[config.mk]
export PLATFORM = sky130hd
export DESIGN_NAME = cpu_top
export DESIGN_NICKNAME = d
export VERILOG_FILES = /design/src/common/cpu_pkg.sv /design/src/rtl/cpu_top.sv /design/src/execute/exec_unit.sv /design/src/execute/alu.sv /design/src/rtl/instr_queue.sv /design/src/rtl/fetch_unit.sv /design/src/rtl/prog_mem.sv
export SDC_FILE = /design/constraint.sdc
export NUM_CORES = 1
export LEC_CHECK = 0
export ABC_CLOCK_PERIOD_IN_PS = 4000
export BUFFER_PORTS_ARGS = -buffer_cell sky130_fd_sc_hd__buf_2
export CORE_ASPECT_RATIO = 1.1
export CORE_MARGIN = 8
export CORE_UTILIZATION = 37
export CTS_BUF_LIST = sky130_fd_sc_hd__clkbuf_16
export DETAILED_ROUTE_END_ITERATION = 16
export GPL_TIMING_DRIVEN = 0
export PLACE_DENSITY_LB_ADDON = 0.2
export SYNTH_ARGS = -nofsm -noshare
export SYNTH_HDL_FRONTEND = slang
export SYNTH_HIERARCHICAL = 1
export SYNTH_SLANG_ARGS = --single-unit
[constraint.sdc]
create_clock -name clk -period 4 [get_ports clk]
set_input_delay 0.8 -clock clk [delete_from_list [all_inputs] [get_ports clk]]
set_output_delay 0.8 -clock clk [all_outputs]
set_load 0.01 [all_outputs]
[src/common/cpu_pkg.sv]
package cpu_pkg;

  //////////////////////////////////////////////////
  // Widths
  //////////////////////////////////////////////////

  // Accumulator, register and immediate value
  typedef logic [7:0]  data_t;
  // Program memory address
  typedef logic [3:0]  pc_t;
  // Register file index
  typedef logic [3:0]  reg_addr_t;
  // Raw instruction: opcode [15:12], register [11:8], immediate [7:0]
  typedef logic [15:0] instr_word_t;

  // Depths
  localparam int PROG_DEPTH  = 16;
  localparam int NUM_REGS    = 16;
  localparam int QUEUE_DEPTH = 4;

  //////////////////////////////////////////////////
  // Encodings
  //////////////////////////////////////////////////

  // Operation codes, anything not listed decodes to NOP
  typedef enum logic [3:0] {
    OP_NOP  = 4'h0,
    OP_LDI  = 4'h1,
    OP_LDR  = 4'h2,
    OP_STR  = 4'h3,
    OP_ADD  = 4'h4,
    OP_ADDI = 4'h5,
    OP_SUB  = 4'h6,
    OP_AND  = 4'h7,
    OP_OR   = 4'h8,
    OP_XOR  = 4'h9,
    OP_HALT = 4'hf
  } opcode_e;

  // Fetch side state machine
  typedef enum logic [1:0] {
    FETCH_IDLE = 2'b00,
    FETCH_RUN  = 2'b01,
    FETCH_DONE = 2'b10
  } fetch_state_e;

  // One decoded instruction, same field order as the raw word
  typedef struct packed {
    opcode_e   op;
    reg_addr_t reg_idx;
    data_t     imm;
  } uop_t;

endpackage
[src/rtl/cpu_top.sv]
`timescale 1ns/1ps

module cpu_top (
  input  logic                 clk,
  input  logic                 rstn,
  // Program loading port
  input  logic                 load_en,
  input  cpu_pkg::pc_t         load_addr,
  input  cpu_pkg::instr_word_t load_data,
  // Run control and status
  input  logic                 start,
  output cpu_pkg::data_t       acc,
  output logic                 carry,
  output logic                 busy,
  output logic                 halted
);
  import cpu_pkg::*;

  // Memory to fetch
  pc_t         fetch_addr;
  instr_word_t fetch_word;
  // Fetch to queue
  uop_t        push_uop;
  logic        push_valid;
  logic        push_ready;
  // Queue to execute
  uop_t        pop_uop;
  logic        pop_valid;
  logic        pop_ready;
  // Execute back to fetch
  logic        retire_halt;

  //////////////////////////////////////////////////
  // Pipeline: memory, fetch, queue, execute
  //////////////////////////////////////////////////
  prog_mem u_prog_mem (
    .clk        (clk),
    .load_en    (load_en),
    .load_addr  (load_addr),
    .load_data  (load_data),
    .fetch_addr (fetch_addr),
    .fetch_word (fetch_word)
  );

  fetch_unit u_fetch (
    .clk         (clk),
    .rstn        (rstn),
    .start       (start),
    .retire_halt (retire_halt),
    .fetch_addr  (fetch_addr),
    .fetch_word  (fetch_word),
    .push_uop    (push_uop),
    .push_valid  (push_valid),
    .push_ready  (push_ready),
    .busy        (busy)
  );

  instr_queue #(
    .DEPTH (QUEUE_DEPTH)
  ) u_queue (
    .clk        (clk),
    .rstn       (rstn),
    .start      (start),
    .push_uop   (push_uop),
    .push_valid (push_valid),
    .push_ready (push_ready),
    .pop_uop    (pop_uop),
    .pop_valid  (pop_valid),
    .pop_ready  (pop_ready)
  );

  exec_unit u_exec (
    .clk         (clk),
    .rstn        (rstn),
    .start       (start),
    .pop_uop     (pop_uop),
    .pop_valid   (pop_valid),
    .pop_ready   (pop_ready),
    .acc         (acc),
    .carry       (carry),
    .halted      (halted),
    .retire_halt (retire_halt)
  );

endmodule

[src/execute/exec_unit.sv]
`timescale 1ns/1ps

module exec_unit (
  input  logic           clk,
  input  logic           rstn,
  input  logic           start,
  // Pop side of the instruction queue
  input  cpu_pkg::uop_t  pop_uop,
  input  logic           pop_valid,
  output logic           pop_ready,
  // Architectural state
  output cpu_pkg::data_t acc,
  output logic           carry,
  output logic           halted,
  // Pulse back to fetch when HALT retires
  output logic           retire_halt
);
  import cpu_pkg::*;

  data_t regs [NUM_REGS];
  logic  pop_fire;
  logic  use_imm;
  data_t operand;
  data_t alu_result;
  logic  alu_carry;

  //////////////////////////////////////////////////
  // Issue
  //////////////////////////////////////////////////

  // Take one uop per cycle until halted
  assign pop_ready = !halted;
  assign pop_fire  = pop_valid && pop_ready;

  // Immediate forms use imm, everything else reads the register
  assign use_imm = (pop_uop.op == OP_ADDI) || (pop_uop.op == OP_LDI);
  assign operand = use_imm ? pop_uop.imm : regs[pop_uop.reg_idx];

  alu u_alu (
    .op        (pop_uop.op),
    .a         (acc),
    .b         (operand),
    .carry_in  (carry),
    .result    (alu_result),
    .carry_out (alu_carry)
  );

  assign retire_halt = pop_fire && (pop_uop.op == OP_HALT);

  //////////////////////////////////////////////////
  // Retire
  //////////////////////////////////////////////////

  // Accumulator, carry and halted flag
  // NOP, STR and HALT come back from the ALU unchanged
  always_ff @(posedge clk or negedge rstn)
  begin
    if (!rstn)
    begin
      acc    <= '0;
      carry  <= 1'b0;
      halted <= 1'b0;
    end
    else if (start)
    begin
      acc    <= '0;
      carry  <= 1'b0;
      halted <= 1'b0;
    end
    else if (pop_fire)
    begin
      acc   <= alu_result;
      carry <= alu_carry;
      if (pop_uop.op == OP_HALT)
      begin
        halted <= 1'b1;
      end
    end
  end

  // Register file, cleared on start, written by STR
  always_ff @(posedge clk)
  begin
    if (start)
    begin
      for (int i = 0; i < NUM_REGS; i++)
      begin
        regs[i] <= '0;
      end
    end
    else if (pop_fire && (pop_uop.op == OP_STR))
    begin
      regs[pop_uop.reg_idx] <= acc;
    end
  end

endmodule

[src/execute/alu.sv]
`timescale 1ns/1ps

module alu (
  input  cpu_pkg::opcode_e op,
  // a is the accumulator, b the register or immediate operand
  input  cpu_pkg::data_t   a,
  input  cpu_pkg::data_t   b,
  input  logic             carry_in,
  output cpu_pkg::data_t   result,
  output logic             carry_out
);
  import cpu_pkg::*;

  // Nine bit results, top bit is carry or borrow
  logic [8:0] sum;
  logic [8:0] diff;

  assign sum  = {1'b0, a} + {1'b0, b};
  // Wraps negative when a < b, so bit 8 is the borrow
  assign diff = {1'b0, a} - {1'b0, b};

  always_comb
  begin
    // Hold accumulator and carry by default
    result    = a;
    carry_out = carry_in;
    case (op)
      OP_ADD, OP_ADDI:
        {carry_out, result} = sum;
      OP_SUB:
        {carry_out, result} = diff;
      // Logic ops leave the carry as it was
      OP_AND:
        result = a & b;
      OP_OR:
        result = a | b;
      OP_XOR:
        result = a ^ b;
      // Loads
      OP_LDI, OP_LDR:
        result = b;
      default:
        result = a;
    endcase
  end

endmodule

[src/rtl/instr_queue.sv]
`timescale 1ns/1ps

module instr_queue #(
  parameter int DEPTH = cpu_pkg::QUEUE_DEPTH
) (
  input  logic          clk,
  input  logic          rstn,
  input  logic          start,
  // Push side, from fetch
  input  cpu_pkg::uop_t push_uop,
  input  logic          push_valid,
  output logic          push_ready,
  // Pop side, to execute
  output cpu_pkg::uop_t pop_uop,
  output logic          pop_valid,
  input  logic          pop_ready
);
  import cpu_pkg::*;

  // DEPTH is a power of two so the pointers wrap on their own
  localparam int PTR_W = $clog2(DEPTH);

  uop_t             mem [DEPTH];
  logic [PTR_W-1:0] rd_ptr;
  logic [PTR_W-1:0] wr_ptr;
  // One bit wider than the pointers to reach DEPTH
  logic [PTR_W:0]   count;
  logic             push_fire;
  logic             pop_fire;

  // Flags
  assign push_ready = (count != (PTR_W + 1)'(DEPTH));
  assign pop_valid  = (count != '0);
  assign push_fire  = push_valid && push_ready;
  assign pop_fire   = pop_valid && pop_ready;

  // Head of the queue
  assign pop_uop = mem[rd_ptr];

  // Storage
  always_ff @(posedge clk)
  begin
    if (push_fire)
    begin
      mem[wr_ptr] <= push_uop;
    end
  end

  // Pointers and count
  always_ff @(posedge clk or negedge rstn)
  begin
    if (!rstn)
    begin
      rd_ptr <= '0;
      wr_ptr <= '0;
      count  <= '0;
    end
    else if (start)
    begin
      // Drop whatever an earlier run left behind
      rd_ptr <= '0;
      wr_ptr <= '0;
      count  <= '0;
    end
    else
    begin
      if (push_fire)
      begin
        wr_ptr <= wr_ptr + 1'b1;
      end
      if (pop_fire)
      begin
        rd_ptr <= rd_ptr + 1'b1;
      end
      // Simultaneous push and pop leaves count alone
      case ({push_fire, pop_fire})
        2'b10:   count <= count + 1'b1;
        2'b01:   count <= count - 1'b1;
        default: count <= count;
      endcase
    end
  end

endmodule

[src/rtl/fetch_unit.sv]
`timescale 1ns/1ps

module fetch_unit (
  input  logic                 clk,
  input  logic                 rstn,
  input  logic                 start,
  input  logic                 retire_halt,
  // Program memory
  output cpu_pkg::pc_t         fetch_addr,
  input  cpu_pkg::instr_word_t fetch_word,
  // Push side of the instruction queue
  output cpu_pkg::uop_t        push_uop,
  output logic                 push_valid,
  input  logic                 push_ready,
  output logic                 busy
);
  import cpu_pkg::*;

  fetch_state_e state;
  pc_t          pc;
  // Memory output holds the word at pc
  logic         word_valid;
  logic         push_fire;
  logic         is_halt;

  //////////////////////////////////////////////////
  // Decode
  //////////////////////////////////////////////////
  always_comb
  begin
    push_uop.reg_idx = fetch_word[11:8];
    push_uop.imm     = fetch_word[7:0];
    case (fetch_word[15:12])
      OP_LDI, OP_LDR, OP_STR, OP_ADD, OP_ADDI, OP_SUB,
      OP_AND, OP_OR, OP_XOR, OP_HALT:
        push_uop.op = opcode_e'(fetch_word[15:12]);
      // Unused codes run as NOP
      default:
        push_uop.op = OP_NOP;
    endcase
  end

  assign is_halt    = (push_uop.op == OP_HALT);
  assign push_valid = (state == FETCH_RUN) && word_valid;
  assign push_fire  = push_valid && push_ready;

  // Look one address ahead on an accepted push so the next word lands in time
  // A stall keeps re-reading the same address
  assign fetch_addr = push_fire ? pc + pc_t'(1) : pc;

  assign busy = (state != FETCH_IDLE);

  //////////////////////////////////////////////////
  // State machine and PC
  //////////////////////////////////////////////////
  always_ff @(posedge clk or negedge rstn)
  begin
    if (!rstn)
    begin
      state      <= FETCH_IDLE;
      pc         <= '0;
      word_valid <= 1'b0;
    end
    else
    begin
      case (state)
        FETCH_IDLE:
        begin
          word_valid <= 1'b0;
          if (start)
          begin
            state <= FETCH_RUN;
            pc    <= '0;
          end
        end
        FETCH_RUN:
        begin
          // First RUN cycle reads address 0, data valid from then on
          word_valid <= 1'b1;
          if (push_fire)
          begin
            pc <= pc + pc_t'(1);
            // HALT ends fetching
            if (is_halt)
            begin
              state      <= FETCH_DONE;
              word_valid <= 1'b0;
            end
          end
        end
        FETCH_DONE:
        begin
          // Wait for execute to retire the HALT
          if (retire_halt)
          begin
            state <= FETCH_IDLE;
          end
        end
        default:
        begin
          state <= FETCH_IDLE;
        end
      endcase
    end
  end

endmodule

[src/rtl/prog_mem.sv]
`timescale 1ns/1ps

module prog_mem (
  input  logic                 clk,
  // Loading port
  input  logic                 load_en,
  input  cpu_pkg::pc_t         load_addr,
  input  cpu_pkg::instr_word_t load_data,
  // Fetch side read port
  input  cpu_pkg::pc_t         fetch_addr,
  output cpu_pkg::instr_word_t fetch_word
);
  import cpu_pkg::*;

  // Program storage, keeps its contents from one run to the next
  instr_word_t mem [PROG_DEPTH];

  // Write from the loading port
  always_ff @(posedge clk)
  begin
    if (load_en)
    begin
      mem[load_addr] <= load_data;
    end
  end

  // Registered read
  // Word for fetch_addr shows up one cycle later
  always_ff @(posedge clk)
  begin
    fetch_word <= mem[fetch_addr];
  end

endmodule

==> impl_metrics.yaml <==
routing:
  top_layer: "met4"
  drtIter0Drc: 853
  drt-wirelength-per-cell_um: 22.5
  dr_wl_met3_um: 1890
  met1_length_um: 21100
  via_count: 12089
  route.detailed.drc: 0
  wl_met2_um: 26800
  drt_wl_total_um: 51600
  viasPerCell: 5.26
  drt-pass1-iter-count: 5
  ant_nets: 0
worst_setup_path:
  cp.arrival_ns: 4.83
  start_kind: "flop"
  crit_type: "reg -> reg"
  cpMostUsedCell: "buf_6"
  r2r-start: "u_queue/rd_ptr[0]"
  critPathSlowestCell: "mux4_2"
  path_cells: "buf_6, buf_12, mux4_2, buf_6, buf_8, mux2i_2, a221oi_4, o21ai_4, a31oi_4, inv_2, ha_4, buf_6, and3_1, a221o_1, o41ai_2, xor2_1, nor2_1, o32a_1, nand2_1, a21oi_2"
  worst-r2r-setup-slack_ns: -0.40
  slowest_delay_ns: 0.60
  end_kind: "flop"
  critPathRequiredTime_ns: 4.44
  r2r_end: "u_exec/acc[7]"
  ff2ff_path_depth: 20
  worstPathMaxFanout: 6
pwr:
  p_leak_nw: 9.03
  comb_power_share_pct: 54.0
  power.internal_mw: 15.0
  p_clk_share_pct: 19.1
  powerDensity_nw_per_um2: 946
  p_seq_share_pct: 27.0
  swShare_pct: 38.1
  switchingPower_mw: 9.24
  vdd_drop_max_v: 0.000558
synthesis:
  yosysTopAreaCell: "edfxtp_1"
  synthAdderAreaFrac_pct: 2.02
  synth_top_family_by_area: "multiplexers"
  syn_nets: 1419
  synth_area_leaders: "edfxtp_1, mux4_2, and2_1"
  synthCells: 1362
  yosys.area_share.simple_pct: 10.0
  synth_area_per_cell_sq_um: 15.8
  synth_ff_type: "edfxtp_1"
  ys_seq_elements: 488
  synth_cell_type_count: 76
  ys_warn_count: 6
  synth_xor_area_share_pct: 0.325
  synth-edff-count: 448
  synth_most_common_cell: "edfxtp_1"
  synth.cell_area_sq_um: 21500
  synth_top_area_share_pct: 62.5
  synth_seq_area_share_pct: 66.8
  synth_compound_area_share_pct: 5.83
  synth.top_cells.by_count: "edfxtp_1, and2_1, nor2_1, mux4_2, nand2_1"
  synth.area.mux_share_pct: 12.0
  synth-async-reset-ratio_pct: 4.92
cts:
  cts_tree: "built"
  worstSkewPairLatency_ns: 0.61
  cts_buffers: 51
  clk_pin_slew_ns: 0.06
  clkSinkCount: 488
  ctsHtreeMaxLevel: 2
  ctsRootBufferMaster: "clkbuf_16"
  clockBufferDepth: 3
timing:
  tightestPinTransition_ns: 0.946
  fin_ws_ns: -0.399
  finalCriticalPeriod_ns: 4.40
  relSlewSlack_pct: 36.6
  rsz0062_at_grt: "yes"
  setup_viol: 6
  fmax_mhz: 227
  fin_skew_ns: 0.0490
  maxSlewViolCount: 0
  fin_crit_sh_pct: 110
  finalHoldViolCount: 0
layout:
  postLayoutCellArea_sq_um: 25600
  area_growth_pct: 19.0
  final_util_pct: 44.6
  nNetsFinal: 1564
  antenna_cells: 0
  drive_gt1_share_pct: 27.5
  final.fill_count: 4993
place:
  port_buffers: 34
  gp_congestion: 0.835
  dp_hpwl_um: 34300
  placed_cell_area_sq_um: 23000
floorplan:
  start_util_pct: 37.5
  die_h_um: 269
  dieArea_sq_um: 66200
  core_region_area_sq_um: 57400
  rows: 92
  io_pins: 35
  fp.dieW_um: 246
status:
  violations: "negative setup slack"
  outcome: "finished with violations"
min_path:
  worstHoldPathType: "in -> async"
run:
  drv_cap: 0
global_routing:
  grt-ovfl-total: 0
  grt_usage_pct: 15.5
  grt_pass1_wl_um: 78000
  grt_pass1_vias: 12699
  grt_start_max_net_pins: 25
  antenna_found_initial: 0
power by group through the flow:
| stage | clock network (mW) | logic (mW) | registers [mW] |
|---|---|---|---|
| 5_1_grt | 4.93 | 14.0 | 6.59 |
| 3_5_place_dp | 0 | 10.9 | 6.65 |
| 6_report | 4.62 | 13.1 | 6.54 |
| 4_1_cts | 4.75 | 12.8 | 6.55 |
| 3_3_place_gp | 0 | 10.8 | 6.63 |
| 2_1_floorplan | 0 | 7.93 | 6.52 |
critical path: cells and delay by family, from the launching register on:
| kind | cells | cell delay, ns |
|---|---|---|
| flip-flops | 1 | 0.35 |
| buffers and inverters | 6 | 0.72 |
| adder cells (fa/ha/maj) | 1 | 0.22 |
| XOR/XNOR | 1 | 0.21 |
| AND/OR/NAND/NOR | 3 | 0.28 |
| AO/OA/AOI/OAI | 7 | 1.71 |
| multiplexers | 2 | 0.76 |
cells in the final DEF (no fill, tap or decap), drive strengths merged, types with 7 or more instances in the layout:
master,n
mux4,88
dfxtp,16
nand2,69
inv,42
and2,132
nand3,19
nor2b,9
a31oi,11
clkbuf,78
dfrtp,24
a21oi,39
ha,30
buf,149
o21ai,24
nand2b,17
nand3b,7
a2bb2oi,10
nor2,78
o22ai,19
a22oi,34
a221oi,8
clkinv,26
or2,20
mux2i,52
edfxtp,448
and3,8
nor3,13
worst max-delay path by stage:
stage / startpoint / endpoint / slack (ns) / cells after the start
CTS: u_queue/rd_ptr[0] / u_exec/acc[7] / -0.39 / 20
floorplan: u_queue/rd_ptr[0] / u_exec/acc[7] / -0.06 / 19
finish: u_queue/rd_ptr[0] / u_exec/acc[7] / -0.40 / 20
global placement: u_queue/rd_ptr[1] / u_exec/acc[7] / -0.94 / 20
detailed placement: u_queue/rd_ptr[1] / u_exec/acc[7] / -0.98 / 19
global route: u_queue/rd_ptr[0] / u_exec/acc[7] / -0.52 / 20
repair_timing:
item                       4_1_cts  5_1_grt
hold endpoints to repair         0        0
pin swaps                       30       35
gates cloned                     1        0
buffers inserted                32       10
hold buffers                     0        0
gates resized for setup        110       27
setup endpoints to repair        8        6
layout make-up:
| type | instances | area, sq um | share of cell area [%] |
|---|---|---|---|
| buffer | 80 | 594 | 2.32 |
| clock buffer | 51 | 1280 | 4.98 |
| clock inverter | 43 | 374 | 1.46 |
| inverter | 32 | 120 | 0.469 |
| multi-input combinational | 758 | 7130 | 27.8 |
| sequential | 488 | 14400 | 56.1 |
| tap | 752 | 941 | 3.67 |
| timing repair buffer | 96 | 818 | 3.19 |
kinds of logic (layout without fill, tap and decap cells):
group | after synthesis | after routing
flip-flops | 488 | 488
AND/OR/NAND/NOR | 393 | 393
AO/OA/AOI/OAI | 183 | 183
multiplexers | 141 | 141
buffers and inverters | 116 | 302
adder cells (fa/ha/maj) | 33 | 33
XOR/XNOR | 8 | 8
through the flow:
step	setup TNS, ns	hold WS [ns]	total power [mW]	setup slack [ns]	std cells
after floorplan	-0.0563	0.463	14.4	-0.0563	1362
after global placement	-8.49	0.484	17.4	-0.944	2148
after detailed placement	-5.37	0.485	17.5	-0.976	2167
after CTS	-0.995	0.172	24.1	-0.390	2291
after global routing	-2.31	0.209	25.5	-0.522	2300
final	-1.49	0.190	24.2	-0.399	2300
per-layer routing:
| metal | vias to the layer above | global-route usage, % |
|---|---|---|
| met4 | 0 | 6.29 |
| li1 | 5544 | - |
| met3 | 97 | 2.27 |
| met5 | - | 0 |
| met2 | 280 | 27.9 |
| met1 | 6168 | 18.6 |
state kept, by name, summed over array words and instances (netlist names), 3 cells and up:
register	count
u_queue/count	3
u_exec/regs	128
u_exec/acc	8
u_prog_mem/fetch_word	16
u_fetch/pc	4
u_queue/mem	64
u_prog_mem/mem	256
Power figures use the tool's default switching activity.
